$ cat config.mk
export PLATFORM = sky130hd
export DESIGN_NAME = keyboard_console
export DESIGN_NICKNAME = d
export VERILOG_FILES = /design/src/rtl/console_pkg.sv /design/src/rtl/apb_if.sv /design/src/rtl/keyboard_console.sv /design/src/rtl/uart_tx.sv /design/src/rtl/peripheral_bus.sv /design/src/rtl/key_bus_master.sv /design/src/rtl/scan_decoder.sv /design/src/rtl/ps2_receiver.sv
export SDC_FILE = /design/constraint.sdc
export NUM_CORES = 1
export LEC_CHECK = 0
export BUFFER_PORTS_ARGS = -buffer_cell sky130_fd_sc_hd__buf_2
export CAP_MARGIN = 0
export CORE_ASPECT_RATIO = 1.5
export CORE_MARGIN = 10
export CORE_UTILIZATION = 30
export DETAILED_ROUTE_END_ITERATION = 16
export PLACE_DENSITY = 0.44
export SLEW_MARGIN = 15
export SYNTH_ARGS = -nofsm -noshare
export SYNTH_HDL_FRONTEND = slang
export SYNTH_SLANG_ARGS = --single-unit
$ cat constraint.sdc
create_clock -name CLOCK_50 -period 2.6 [get_ports CLOCK_50]
set_input_delay 0.39 -clock CLOCK_50 [delete_from_list [all_inputs] [get_ports CLOCK_50]]
set_output_delay 0.39 -clock CLOCK_50 [all_outputs]
set_load 0.02 [all_outputs]
$ cat src/rtl/console_pkg.sv
package console_pkg;

    // bus and character widths
    typedef logic [7:0]  apb_addr_t;
    typedef logic [31:0] apb_data_t;
    typedef logic [7:0]  ascii_t;
    typedef logic [7:0]  scan_t;

    // peripheral register map
    localparam apb_addr_t LED_ADDR       = 8'h00;
    localparam apb_addr_t UART_DATA_ADDR = 8'h10;
    localparam apb_addr_t UART_STAT_ADDR = 8'h14;

    // ps/2 set 2 prefixes
    localparam scan_t BREAK_CODE = 8'hF0;
    localparam scan_t EXT_CODE   = 8'hE0;

    // bus master sequence: status poll, led write, uart write
    typedef enum logic [2:0] {
        IDLE,
        POLL_SETUP,
        POLL_ACCESS,
        LED_SETUP,
        LED_ACCESS,
        UART_SETUP,
        UART_ACCESS
    } master_state_t;

    // set 2 make code to lower case ascii, 0 when unmapped
    function automatic ascii_t scan_to_ascii(scan_t code);
        case (code)
            8'h1C: return "a";
            8'h32: return "b";
            8'h21: return "c";
            8'h23: return "d";
            8'h24: return "e";
            8'h2B: return "f";
            8'h34: return "g";
            8'h33: return "h";
            8'h43: return "i";
            8'h3B: return "j";
            8'h42: return "k";
            8'h4B: return "l";
            8'h3A: return "m";
            8'h31: return "n";
            8'h44: return "o";
            8'h4D: return "p";
            8'h15: return "q";
            8'h2D: return "r";
            8'h1B: return "s";
            8'h2C: return "t";
            8'h3C: return "u";
            8'h2A: return "v";
            8'h1D: return "w";
            8'h22: return "x";
            8'h35: return "y";
            8'h1A: return "z";
            8'h45: return "0";
            8'h16: return "1";
            8'h1E: return "2";
            8'h26: return "3";
            8'h25: return "4";
            8'h2E: return "5";
            8'h36: return "6";
            8'h3D: return "7";
            8'h3E: return "8";
            8'h46: return "9";
            8'h29: return " ";
            // enter sends carriage return
            8'h5A: return 8'h0D;
            default: return 8'h00;
        endcase
    endfunction

endpackage
$ cat src/rtl/apb_if.sv
interface apb_if;

    console_pkg::apb_addr_t paddr;
    logic                   psel;
    logic                   penable;
    logic                   pwrite;
    console_pkg::apb_data_t pwdata;
    console_pkg::apb_data_t prdata;
    logic                   pready;
    logic                   pslverr;

    // initiator side
    modport master (
        output paddr, psel, penable, pwrite, pwdata,
        input  prdata, pready, pslverr
    );

    // target side
    modport slave (
        input  paddr, psel, penable, pwrite, pwdata,
        output prdata, pready, pslverr
    );

endinterface

$ cat src/rtl/keyboard_console.sv
module keyboard_console #(
    parameter int CLKS_PER_BIT = 434,
    parameter int FIFO_DEPTH   = 4
) (
    input  logic       CLOCK_50,
    input  logic       reset,
    input  logic       ps2_clk,
    input  logic       ps2_dat,
    output logic       uart_txd,
    output logic [7:0] ledg
);

    console_pkg::scan_t  scan;
    logic                scan_valid;
    console_pkg::ascii_t char;
    logic                char_valid;

    // master to decoder, decoder to uart
    apb_if host_bus ();
    apb_if uart_bus ();

    ps2_receiver i_ps2_receiver (
        .CLOCK_50   (CLOCK_50),
        .reset      (reset),
        .ps2_clk    (ps2_clk),
        .ps2_dat    (ps2_dat),
        .scan       (scan),
        .scan_valid (scan_valid)
    );

    scan_decoder i_scan_decoder (
        .CLOCK_50   (CLOCK_50),
        .reset      (reset),
        .scan       (scan),
        .scan_valid (scan_valid),
        .char       (char),
        .char_valid (char_valid)
    );

    // stands in for the cpu as bus initiator
    key_bus_master i_key_bus_master (
        .CLOCK_50   (CLOCK_50),
        .reset      (reset),
        .char       (char),
        .char_valid (char_valid),
        .bus        (host_bus.master)
    );

    peripheral_bus i_peripheral_bus (
        .CLOCK_50 (CLOCK_50),
        .reset    (reset),
        .up       (host_bus.slave),
        .uart     (uart_bus.master),
        .ledg     (ledg)
    );

    uart_tx #(
        .CLKS_PER_BIT (CLKS_PER_BIT),
        .FIFO_DEPTH   (FIFO_DEPTH)
    ) i_uart_tx (
        .CLOCK_50 (CLOCK_50),
        .reset    (reset),
        .bus      (uart_bus.slave),
        .txd      (uart_txd)
    );

endmodule

$ cat src/rtl/uart_tx.sv
module uart_tx #(
    parameter int CLKS_PER_BIT = 434,
    parameter int FIFO_DEPTH   = 4
) (
    input  logic CLOCK_50,
    input  logic reset,
    apb_if.slave bus,
    output logic txd
);

    localparam int PTR_W = $clog2(FIFO_DEPTH);
    localparam int CNT_W = $clog2(CLKS_PER_BIT);
    localparam logic [CNT_W-1:0] LAST_TICK = CNT_W'(CLKS_PER_BIT - 1);

    // circular fifo, pointers carry one wrap bit
    console_pkg::ascii_t mem [FIFO_DEPTH];
    logic [PTR_W:0]      wr_ptr;
    logic [PTR_W:0]      rd_ptr;
    logic                fifo_full;
    logic                fifo_empty;
    logic                push;
    logic                pop;
    logic                stat_sel;
    logic                data_sel;
    // serializer
    logic                tx_active;
    logic [9:0]          shifter;
    logic [3:0]          bit_cnt;
    logic [CNT_W-1:0]    clk_cnt;
    logic                busy;

    assign fifo_empty = (wr_ptr == rd_ptr);
    assign fifo_full  = (wr_ptr[PTR_W] != rd_ptr[PTR_W]) &&
                        (wr_ptr[PTR_W-1:0] == rd_ptr[PTR_W-1:0]);
    assign busy       = tx_active | ~fifo_empty;

    assign stat_sel = (bus.paddr == console_pkg::UART_STAT_ADDR);
    assign data_sel = (bus.paddr == console_pkg::UART_DATA_ADDR);

    // apb response, always zero wait states
    assign bus.pready  = 1'b1;
    // status is read only
    assign bus.pslverr = bus.psel & bus.penable & bus.pwrite & stat_sel;
    assign bus.prdata  = stat_sel ? {30'h0, busy, fifo_full} : 32'h00000000;

    // writes into a full fifo are dropped
    assign push = bus.psel & bus.penable & bus.pwrite & data_sel & ~fifo_full;
    assign pop  = ~tx_active & ~fifo_empty;

    always_ff @(posedge CLOCK_50) begin
        if (push) begin
            mem[wr_ptr[PTR_W-1:0]] <= bus.pwdata[7:0];
        end
    end

    always_ff @(posedge CLOCK_50) begin
        if (reset) begin
            wr_ptr    <= '0;
            rd_ptr    <= '0;
            tx_active <= 1'b0;
            bit_cnt   <= 4'd0;
            clk_cnt   <= '0;
        end else begin
            if (push) begin
                wr_ptr <= wr_ptr + 1'b1;
            end
            if (pop) begin
                rd_ptr    <= rd_ptr + 1'b1;
                tx_active <= 1'b1;
                bit_cnt   <= 4'd0;
                clk_cnt   <= '0;
            end else if (tx_active) begin
                if (clk_cnt == LAST_TICK) begin
                    clk_cnt <= '0;
                    // stop bit done after ten bit times
                    if (bit_cnt == 4'd9) begin
                        tx_active <= 1'b0;
                    end else begin
                        bit_cnt <= bit_cnt + 4'd1;
                    end
                end else begin
                    clk_cnt <= clk_cnt + 1'b1;
                end
            end
        end
    end

    // stop, data lsb first, start in bit 0
    always_ff @(posedge CLOCK_50) begin
        if (pop) begin
            shifter <= {1'b1, mem[rd_ptr[PTR_W-1:0]], 1'b0};
        end else if (tx_active && clk_cnt == LAST_TICK) begin
            shifter <= {1'b1, shifter[9:1]};
        end
    end

    // line idles high
    assign txd = tx_active ? shifter[0] : 1'b1;

endmodule

$ cat src/rtl/peripheral_bus.sv
module peripheral_bus (
    input  logic                CLOCK_50,
    input  logic                reset,
    apb_if.slave                up,
    apb_if.master               uart,
    output console_pkg::ascii_t ledg
);

    logic                led_sel;
    logic                uart_sel;
    logic                led_write;
    console_pkg::ascii_t led_reg;

    // address decode
    assign led_sel  = (up.paddr == console_pkg::LED_ADDR);
    assign uart_sel = (up.paddr == console_pkg::UART_DATA_ADDR) ||
                      (up.paddr == console_pkg::UART_STAT_ADDR);

    // uart side sees only its own addresses
    assign uart.paddr   = up.paddr;
    assign uart.psel    = up.psel & uart_sel;
    assign uart.penable = up.penable & uart_sel;
    assign uart.pwrite  = up.pwrite;
    assign uart.pwdata  = up.pwdata;

    // response mux, local targets answer at once
    assign up.pready  = uart_sel ? uart.pready : 1'b1;
    assign up.pslverr = uart_sel ? uart.pslverr : ~led_sel;
    assign up.prdata  = uart_sel ? uart.prdata :
                        led_sel  ? {24'h000000, led_reg} : 32'h00000000;

    // led register
    assign led_write = up.psel & up.penable & up.pwrite & led_sel;

    always_ff @(posedge CLOCK_50) begin
        if (reset) begin
            led_reg <= 8'h00;
        end else if (led_write) begin
            led_reg <= up.pwdata[7:0];
        end
    end

    assign ledg = led_reg;

endmodule

$ cat src/rtl/key_bus_master.sv
module key_bus_master (
    input  logic                CLOCK_50,
    input  logic                reset,
    input  console_pkg::ascii_t char,
    input  logic                char_valid,
    apb_if.master               bus
);

    // single entry holding buffer
    logic                       pending_valid;
    console_pkg::ascii_t        pending_char;
    console_pkg::master_state_t state;
    console_pkg::master_state_t state_next;
    logic                       xfer_done;
    logic                       release_char;
    logic                       capture;

    assign xfer_done = bus.psel & bus.penable & bus.pready;

    // done after the uart write, or abandoned on a bus error
    assign release_char = xfer_done &
                          ((state == console_pkg::UART_ACCESS) | bus.pslverr);

    // keys arriving while busy are lost
    assign capture = char_valid & ~pending_valid;

    always_ff @(posedge CLOCK_50) begin
        if (reset) begin
            pending_valid <= 1'b0;
            state         <= console_pkg::IDLE;
        end else begin
            state <= state_next;
            if (release_char) begin
                pending_valid <= 1'b0;
            end else if (capture) begin
                pending_valid <= 1'b1;
            end
        end
    end

    always_ff @(posedge CLOCK_50) begin
        if (capture) begin
            pending_char <= char;
        end
    end

    always_comb begin
        state_next = state;
        case (state)
            console_pkg::IDLE: begin
                if (pending_valid) begin
                    state_next = console_pkg::POLL_SETUP;
                end
            end
            console_pkg::POLL_SETUP:  state_next = console_pkg::POLL_ACCESS;
            console_pkg::POLL_ACCESS: begin
                if (bus.pready) begin
                    if (bus.pslverr) begin
                        state_next = console_pkg::IDLE;
                    end else if (bus.prdata[0]) begin
                        // fifo full, poll again
                        state_next = console_pkg::POLL_SETUP;
                    end else begin
                        state_next = console_pkg::LED_SETUP;
                    end
                end
            end
            console_pkg::LED_SETUP:   state_next = console_pkg::LED_ACCESS;
            console_pkg::LED_ACCESS: begin
                if (bus.pready) begin
                    state_next = bus.pslverr ? console_pkg::IDLE : console_pkg::UART_SETUP;
                end
            end
            console_pkg::UART_SETUP:  state_next = console_pkg::UART_ACCESS;
            console_pkg::UART_ACCESS: begin
                if (bus.pready) begin
                    state_next = console_pkg::IDLE;
                end
            end
            default: state_next = console_pkg::IDLE;
        endcase
    end

    // bus outputs decoded from state, stable over each transfer
    always_comb begin
        bus.psel    = (state != console_pkg::IDLE);
        bus.penable = (state == console_pkg::POLL_ACCESS) ||
                      (state == console_pkg::LED_ACCESS) ||
                      (state == console_pkg::UART_ACCESS);
        bus.pwrite  = (state == console_pkg::LED_SETUP) || (state == console_pkg::LED_ACCESS) ||
                      (state == console_pkg::UART_SETUP) || (state == console_pkg::UART_ACCESS);
        bus.pwdata  = {24'h000000, pending_char};
        case (state)
            console_pkg::LED_SETUP,
            console_pkg::LED_ACCESS:  bus.paddr = console_pkg::LED_ADDR;
            console_pkg::UART_SETUP,
            console_pkg::UART_ACCESS: bus.paddr = console_pkg::UART_DATA_ADDR;
            default:                  bus.paddr = console_pkg::UART_STAT_ADDR;
        endcase
    end

endmodule

$ cat src/rtl/scan_decoder.sv
module scan_decoder (
    input  logic                CLOCK_50,
    input  logic                reset,
    input  console_pkg::scan_t  scan,
    input  logic                scan_valid,
    output console_pkg::ascii_t char,
    output logic                char_valid
);

    // prefix flags, live until the next plain code
    logic                brk_seen;
    logic                ext_seen;
    console_pkg::ascii_t mapped;
    logic                is_prefix;
    logic                emit;

    assign mapped = console_pkg::scan_to_ascii(scan);

    assign is_prefix = (scan == console_pkg::BREAK_CODE) ||
                       (scan == console_pkg::EXT_CODE);

    // only plain make codes of mapped keys
    assign emit = scan_valid && !is_prefix && !brk_seen && !ext_seen &&
                  (mapped != 8'h00);

    always_ff @(posedge CLOCK_50) begin
        if (reset) begin
            brk_seen   <= 1'b0;
            ext_seen   <= 1'b0;
            char_valid <= 1'b0;
        end else begin
            char_valid <= emit;
            if (scan_valid) begin
                if (scan == console_pkg::BREAK_CODE) begin
                    brk_seen <= 1'b1;
                end else if (scan == console_pkg::EXT_CODE) begin
                    ext_seen <= 1'b1;
                end else begin
                    // code after a prefix is consumed here
                    brk_seen <= 1'b0;
                    ext_seen <= 1'b0;
                end
            end
        end
    end

    // character held until the next key
    always_ff @(posedge CLOCK_50) begin
        if (emit) begin
            char <= mapped;
        end
    end

endmodule

$ cat src/rtl/ps2_receiver.sv
module ps2_receiver (
    input  logic                CLOCK_50,
    input  logic                reset,
    input  logic                ps2_clk,
    input  logic                ps2_dat,
    output console_pkg::scan_t  scan,
    output logic                scan_valid
);

    // two flop synchronizers, idle level is high
    logic [1:0]  clk_sync;
    logic [1:0]  dat_sync;
    // delayed copy for edge detect
    logic        clk_prev;
    logic        fall;
    // frame shifts in lsb first, start bit ends up in bit 0
    logic [10:0] frame;
    logic [10:0] frame_next;
    logic [3:0]  bit_cnt;
    logic        frame_ok;

    always_ff @(posedge CLOCK_50) begin
        if (reset) begin
            clk_sync <= 2'b11;
            dat_sync <= 2'b11;
            clk_prev <= 1'b1;
        end else begin
            clk_sync <= {clk_sync[0], ps2_clk};
            dat_sync <= {dat_sync[0], ps2_dat};
            clk_prev <= clk_sync[1];
        end
    end

    // keyboard drives data on its falling clock edge
    assign fall = clk_prev & ~clk_sync[1];

    // frame as it stands once the current bit is in
    assign frame_next = {dat_sync[1], frame[10:1]};

    // start low, stop high, odd parity over data and parity bit
    assign frame_ok = ~frame_next[0] & frame_next[10] & (^frame_next[9:1]);

    // bit counter and valid pulse
    always_ff @(posedge CLOCK_50) begin
        if (reset) begin
            bit_cnt    <= 4'd0;
            scan_valid <= 1'b0;
        end else begin
            scan_valid <= 1'b0;
            if (fall) begin
                if (bit_cnt == 4'd10) begin
                    bit_cnt    <= 4'd0;
                    // bad frames just vanish
                    scan_valid <= frame_ok;
                end else begin
                    bit_cnt <= bit_cnt + 4'd1;
                end
            end
        end
    end

    // payload path
    always_ff @(posedge CLOCK_50) begin
        if (fall) begin
            frame <= frame_next;
            if (bit_cnt == 4'd10) begin
                scan <= frame_next[8:1];
            end
        end
    end

endmodule

**After elaboration in Yosys (flattened, before gate mapping)**

Memory sizes are Yosys's and may differ from the RTL's. A register that Yosys moved wholly into a read port is not among the register bits.
Cells that the tools add are included.

- ROM bits: 896
- Register bits: 89
- Word-level logic and storage cells: 134
- Memories kept: 2
- Input port bits: 4
- Memory bits (writable): 32

Memories:

| name | depth | bits a word | read ports | clocked after memory_dff | write ports | RTL line | RTL |
|---|---|---|---|---|---|---|---|
| (no name shown) | 128 | 7 | 1 | 1 | 0 | console_pkg.sv:31 | `case (code)` |
| i_uart_tx.mem | 4 | 8 | 1 | 1 | 1 | uart_tx.sv:16 | `console_pkg::ascii_t mem [FIFO_DEPTH];` |

- $add $sub $neg: 5
- Eq/ne operators: 18
- Bitwise operators: 28
- Mux-type cells: 28
- Reductions and logical operators: 31

Operator list:

| kind | count |
|---|---|
| $mux W9 | 3 |
| $pmux W3 S6 | 1 |
| $and A1 B1 Y1 | 16 |
| $eq A8 B8 Y1 const B | 2 |
| $mux W1 | 14 |
| $not A1 Y1 | 11 |
| $eq A5 B5 Y1 const B | 2 |
| $pmux W5 S2 | 1 |
| $add A9 B1 Y9 const B | 1 |
| $eq A3 B3 Y1 const B | 3 |
| $eq A9 B9 Y1 const B | 1 |
| $mux W3 | 3 |
| $reduce_xor A9 Y1 | 1 |
| $add A4 B1 Y4 const B | 2 |
| $eq A4 B4 Y1 const B | 2 |
| $logic_not A8 Y1 | 1 |
| $mux W8 | 1 |
| $reduce_bool A8 Y1 | 1 |
| $reduce_or A2 Y1 | 4 |
| $logic_or A1 B1 Y1 | 7 |
| $mux W7 | 1 |
| $add A3 B1 Y3 const B | 2 |
| $eq A3 B2 Y1 const B | 2 |
| $logic_and A1 B1 Y1 | 6 |
| 15 further kinds | 22 |

**Longest topological paths before layout**

Gate-level depths: netlist of run 1.

- Depth in word-level cells: 13
- Depth in mapped cells: 15
- Depth with buffers taken out: 13

**Hierarchy**

From an unflattened synthesis of run 1, not the netlist that was laid out.

- Cell total of the unflattened synthesis: 657
- Area total of the unflattened synthesis: 7010.5 um^2

By module, submodules not included:

| module | area an instance (um^2) | cells each | instances |
|---|---|---|---|
| uart_tx | 3012.9 | 235 | 1 |
| scan_decoder | 1193.6 | 149 | 1 |
| peripheral_bus | 1073.5 | 137 | 1 |
| ps2_receiver | 985.9 | 63 | 1 |
| key_bus_master | 744.5 | 73 | 1 |

**Worst setup path before layout of run 1**

Ideal clock, no wire load.

- Kind: reg-to-reg
- From: register i_ps2_receiver.bit_cnt[3]
- To: register (tool-made name)
- Cell stages (with the launch flop): 16
- Arrival time: 2.613 ns
- Path slack: -0.108 ns
- Period minus slack after synthesis: 2.708 ns
- Required time: 2.505 ns
- Cell sequence: dfxtp_1 nor3b_2 nand2_2 inv_4 buf_6 buf_2 nor2_1 a21o_1 inv_1 ha_1 mux2_2 nand2_1 mux2i_1 nor2_1 a221o_1 o311ai_1

RTL lines:

| what | RTL line | RTL |
|---|---|---|
| from (decl) | ps2_receiver.sv:19 | `logic [3:0] bit_cnt;` |
| from (signal assigned) | ps2_receiver.sv:56 | `bit_cnt <= bit_cnt + 4'd1;` |

==> reports/metrics.csv, run 1 <==
stage,metric,value,unit
floorplan,Starting Density,30.3,%
synthesis,most numerous cell in the Yosys netlist,edfxtp_1,
run,max cap viols,0,
sta,minimum clock period,2.39,ns
routing,DRC Markers,0,
synthesis,"FFs w/ async S/R, synth",0,%
global_route,global-route wire length before repair,23.6,mm
routing,ANT nets after route,0,
worst_setup_path,crit end category,register,
synthesis,largest cells by area after synthesis,"edfxtp_1 (34%), dfxtp_1 (18%), nor2_1 (4.2%)",
synthesis,most frequent cells after synthesis,"edfxtp_1 (68), nor2_1 (67), dfxtp_1 (54)",
power,Peak VDD IR,0.373,mV
worst_setup_path,CP peak stage delay,0.40,ns
clocking,H-tree Lvls,4,
sta,Slew @ Worst Pin,0.589,ns
floorplan,die width,135,um
clocking,Clock Sinks,122,
worst_setup_path,critical-path maximum fanout,8,
sta,slew margin rel.,59.6,%
final_layout,antenna cells,0,
synthesis,Post-Synthesis Cells,558,
floorplan,io pins,13,
clocking,total CTS buffers,17,
clocking,Skew-Pair Late Insertion Delay,0.41,ns
floorplan,die footprint,25900,sq um
global_route,total gr overflow,0,
place,final HPWL from detailed placement,10.5,mm
clocking,root buf cell,clkbuf_16,
power,Pwr Total,4.89,mW
worst_setup_path,crit path cell chain,nor3b_4 > nand2_2 > inv_4 > a21o_1 > ha_2 > mux2_2 > nand2_1 > mux2i_2 > nor2_1 > a221o_1 > o311ai_1,
routing,Iter 0 DRT Violations,318,
worst_hold_path,Hold WC Path Type,primary input to register,
final_layout,Layout area overhead,17.8,%
sta,Hold Fails Final Rpt,0,
sta,Max Slew Vio Count,0,
synthesis,synthesized area per cell,10.6,sq um
clocking,Clock Tree Buf Depth,2,
place,Place WS,0.100,ns
global_route,number of global-route vias before repair,4510,
floorplan,Die H,192,um
synthesis,post-synth top area share,34.4,%
worst_setup_path,Crit path buffers/inverters,1,
worst_setup_path,CP max-delay cell,dfxtp_1,
final_layout,layout cells sized above 1,16.9,%
synthesis,synthesized net count,579,
final_layout,# fillers,1979,
synthesis,Post-synth EDFFs,68,
synthesis,ys flop type,edfxtp_1,
floorplan,row cnt,63,
sta,max frequency,418,MHz
sta,setup ws final,0.207,ns
sta,final setup vio count,0,
clocking,"CTS clk-pin slew, worst paths",0.06,ns
routing,DRT Pass-1 Iters,5,
global_route,Total Routing Usage GR,11.5,%
floorplan,core area,19600,sq um
sta,final critical-path share of the clock period,92.0,%
worst_setup_path,worst path required time,2.91,ns
worst_setup_path,reg2reg setup slack,0.21,ns
routing,via count,4371,
synthesis,Netlist cell types,68,
clocking,CTS tree,done,
power,pwr dens,699,nW/um^2
synthesis,"flops & latches, synth",122,
worst_setup_path,Setup crit start kind,register,
synthesis,post-synthesis sequential area ratio,52.6,%
routing,mean routed wirelength per cell,16.7,um
global_route,antenna violations before repair,0,
routing,final WL,14.3,mm
power,Leak,2.47,nW
sta,final clock skew,0.00719,ns
synthesis,Post-Syn Area,5940,sq um
routing,Vias per Instance,5.11,
worst_setup_path,CP top delay family,compound AO/OA/AOI/OAI gates,
place,Placer Congestion,0.938,
synthesis,largest area contributor in the netlist,edfxtp_1,
worst_setup_path,critical path class,register to register,
place,PortBufs,11,
synthesis,YS warnings,0,
outcome,status,"complete, no violations",
final_layout,Layout Nets,604,
worst_setup_path,Critical Path AT,2.71,ns
global_route,largest net degree at the start of global routing,34,
-- cells by family after synthesis --
family / count (synthesis) / synth area share, %
AOI/OAI and AO/OA: 108 / 12.2
xor gates and xnor gates: 23 / 3.39
adders and majority gates: 17 / 3.58
buffers and inverters: 53 / 3.98
DFF: 122 / 52.6
muxes: 30 / 6.66
other: 1 / 0.0631
and+or+nand+nor: 204 / 17.6
-- through the flow --
stage	TNS [ns]	instances	instance area [sq um]	hold WS, ns	util, %
after floorplan	0	558	5940	0.389	-
after detailed placement	0	823	6360	0.401	32.4
final	0	856	7000	0.166	35.6
after CTS	0	855	6960	0.147	35.5
after global routing	-0.0146	856	7000	0.147	35.6
after global placement	0	823	6360	0.401	32.4
-- what timing repair did --
action / in CTS / in global routing
setup buffers: 0 / 1
hold buffers: 0 / 0
setup endpoints to repair: 0 / 3
resized for setup: 0 / 7
-- path summary, 6_finish.rpt --
kind | from | to | cells after the start
worst max register to register | i_ps2_receiver.bit_cnt[3] | register | 11
worst min-delay path | ps2_dat | i_ps2_receiver.dat_sync[0] | 2
worst min register to register | i_scan_decoder.char[2] | i_key_bus_master.pending_char[2] | 0
worst max-delay path | i_ps2_receiver.bit_cnt[3] | register | 11
-- layout by cell type (no fill, tap or decap), drive strengths merged, types with 7 or more instances in the layout --
cell and instances:
clkbuf 18, a21oi 34, nand4 9, or2 7, nand2 28, nand3 18
a22o 8, mux4 7, mux2i 20, o21ai 22, nand2b 8, nor2 67
nor3 19, buf 37, xor2 11, dfxtp 54, nor2b 17, inv 23
xnor2 12, ha 17, edfxtp 68
-- final cells by class --
class                           count  area, sq um  share of cell area [%]
Clock buffer                       18          429                    6.13
Clock inverter                     14          174                    2.49
Inverter                           22         85.1                    1.22
Multi-Input combinational cell    383         2610                    37.3
Sequential cell                   122         3120                    44.6
Tap cell                          260          325                    4.65
Timing Repair Buffer               37          250                    3.58
-- power by group --
group          switching (mW)  internal (mW)
Sequential             0.0800           2.11
Combinational           0.176          0.153
Clock                   0.861           1.51
Total                    1.12           3.77
-- layer usage --
layer  GRT usage [%]  vias up  share of wire [%]
met2            20.7      126                 53
met1            11.6     2118                 38
met3            3.05       44                4.3
li1                -     2083                  -
met5               0        -                  0
met4            7.05        0                5.3
-- state kept, by name (all words and copies together), names as in the netlist, 2 cells and up, named ones only --
| name | flops |
|---|---|
| i_key_bus_master.pending_char | 7 |
| i_key_bus_master.state | 3 |
| i_peripheral_bus.ledg | 7 |
| i_ps2_receiver.bit_cnt | 4 |
| i_ps2_receiver.clk_sync | 2 |
| i_ps2_receiver.dat_sync | 2 |
| i_ps2_receiver.frame | 10 |
| i_ps2_receiver.scan | 8 |
| i_scan_decoder.char | 7 |
| i_uart_tx.bit_cnt | 4 |
| i_uart_tx.clk_cnt | 9 |
| i_uart_tx.mem | 28 |
| i_uart_tx.rd_ptr | 3 |
| i_uart_tx.shifter | 9 |
| i_uart_tx.wr_ptr | 3 |
(Power assumes the default switching activity.)
==> run 2: changes to the inputs <==
--- a/config.mk
+++ b/config.mk
@@ -15,4 +15,5 @@
 export SLEW_MARGIN = 15
 export SYNTH_ARGS = -nofsm -noshare
 export SYNTH_HDL_FRONTEND = slang
+export SYNTH_HIERARCHICAL = 1
 export SYNTH_SLANG_ARGS = --single-unit
==> run 2 against run 1 <==
Effect of this change: the flow now finishes with violations (setup timing); critical path depth down 2; cell count down 0.93%; sequential power down 4%; core utilization up 0.45 points; combinational power down 44%; fmax down 9.8%; die area up 3.5%; clock skew about the same; critical path type unchanged; largest power group unchanged.
==> reports/metrics.csv, run 2 <==
stage,metric,value,unit
outcome,status,"complete, but fails checks",
outcome,violated checks,setup timing,
clocking,root buf cell,clkbuf_16,
worst_setup_path,critical-path maximum fanout,7,
power,Int Power,3.84,mW
final_layout,"most common cell after layout, fill and taps aside",edfxtp_1,
final_layout,Layout Nets,591,
sta,final clock skew,0.00670,ns
global_route,antenna violations before repair,0,
routing,mean routed wirelength per cell,16.1,um
floorplan,row cnt,64,
sta,slew margin rel.,54.0,%
sta,Hold Fails Final Rpt,0,
worst_hold_path,Hold WC Path Type,primary input to register,
worst_setup_path,critical path class,register to register,
place,# placed instances,811,
floorplan,die footprint,26800,sq um
place,final HPWL from detailed placement,10.4,mm
run,max cap viols,0,
routing,Iter 0 DRT Violations,164,
floorplan,core area,20300,sq um
routing,DRT Pass-1 Iters,4,
place,Placer Congestion,0.915,
global_route,global-route wire length before repair,22.1,mm
final_layout,Layout area overhead,18.8,%
final_layout,most frequent cells in the layout,"edfxtp_1 (73), buf_4 (49), dfxtp_1 (48)",
sta,Slew @ Worst Pin,0.689,ns
global_route,largest net degree at the start of global routing,24,
floorplan,io pins,13,
sta,setup ws final,-0.0520,ns
clocking,total CTS buffers,17,
power,Peak VDD IR,0.394,mV
routing,final WL,13.7,mm
routing,ANT nets after route,0,
power,combinational share of power,3.8,%
floorplan,Starting Density,30.4,%
clocking,CTS tree,done,
synthesis,Post-Synthesis Cells,537,
sta,final setup vio count,7,
worst_setup_path,Critical Path AT,2.77,ns
power,pwr dens,648,nW/um^2
global_route,number of global-route vias before repair,4343,
final_layout,antenna cells,0,
clocking,"CTS clk-pin slew, worst paths",0.05,ns
sta,Max Slew Vio Count,0,
final_layout,Layout Cells excl Fill,848,
sta,minimum clock period,2.65,ns
power,Flop pwr share,44.2,%
worst_setup_path,Setup crit start kind,register,
sta,setup TNS,-0.336,ns
floorplan,Die H,196,um
synthesis,YS warnings,6,
power,Sw Pwr,919,uW
clocking,H-tree Lvls,4,
power,switch share,19.3,%
power,clock power share,51.9,%
synthesis,synthesized area per cell,11.5,sq um
sta,max frequency,377,MHz
synthesis,Post-Syn Area,6180,sq um
sta,RSZ-0062 raised after global routing,true,
place,PortBufs,12,
final_layout,max reg flops,32,
sta,final critical-path share of the clock period,102,%
global_route,total gr overflow,0,
power,Leak,2.59,nW
worst_setup_path,crit end category,register,
routing,via count,4170,
final_layout,layout cells sized above 1,25.2,%
routing,DRC Markers,0,
worst_setup_path,worst path required time,2.72,ns
routing,Vias per Instance,4.92,
clocking,Clock Sinks,121,
clocking,Skew-Pair Late Insertion Delay,0.41,ns
floorplan,die width,137,um
global_route,Total Routing Usage GR,10.6,%
clocking,Clock Tree Buf Depth,2,
[run 2: power groups by stage]
stage	Clock, mW	Combinational (mW)	Sequential (mW)
5_1_grt	2.62	0.203	2.11
3_3_place_gp	0	0.181	2.14
4_1_cts	2.53	0.184	2.11
2_1_floorplan	0	0.191	2.11
3_5_place_dp	0	0.184	2.14
6_report	2.47	0.183	2.10
[run 2: area by class of cell]
cell class / instances / area (sq um)
repair buffers: 66 / 528
well taps: 264 / 330
clock inverters: 10 / 175
inverters: 15 / 56.3
clock buffers: 22 / 444
multi-input cells: 350 / 2650
flip-flops and latches: 121 / 3150
fillers: 2028 / 13000
[run 2: critical path: stages, from the launching register on]
cell and delay, ns:
edfxtp_1 0.36, inv_2 0.07, ha_4 0.28, a211oi_1 0.07, or4_4 0.45, o21bai_4 0.20, o31ai_4 0.25, nor3_2 0.10
a2111oi_4 0.36, buf_4 0.21
[run 2: routing by layer]
metal	vias up	track usage, %	part of all wire [%]
met4	0	7.24	4.4
met2	72	19.1	55
met1	2030	10.3	38
met5	-	0	0
li1	2033	-	-
met3	35	2.63	2.8
[run 2: worst paths after layout]
kind         slack [ns]                  startpoint                         end  cells after the start
max reg2reg       -0.05      i_ps2_receiver/scan[0]      i_scan_decoder/char[6]                      9
max               -0.05      i_ps2_receiver/scan[0]      i_scan_decoder/char[6]                      9
min reg2reg        0.41  i_ps2_receiver/clk_sync[0]  i_ps2_receiver/clk_sync[1]                      1
min                0.16                     ps2_dat  i_ps2_receiver/dat_sync[0]                      2
[run 2: stage by stage]
stage	cell area (sq um)	hold slack, ns	util, %	power (mW)	setup WS (ns)
global route	7340	0.150	36.1	4.93	-0.169
CTS	7290	0.144	35.8	4.82	-0.0399
finish	7340	0.161	36.1	4.76	-0.0520
floorplan	6230	0.389	-	2.30	-0.141
detailed placement	6630	0.402	32.6	2.33	-0.233
global placement	6630	0.401	32.6	2.33	-0.270
[run 2: what timing repair did]
action | CTS | global route
pin swaps | 1 | 6
hold buffers | 0 | 0
gates resized for setup | 4 | 6
setup endpoints to repair | 7 | 7
setup buffers | 3 | 2
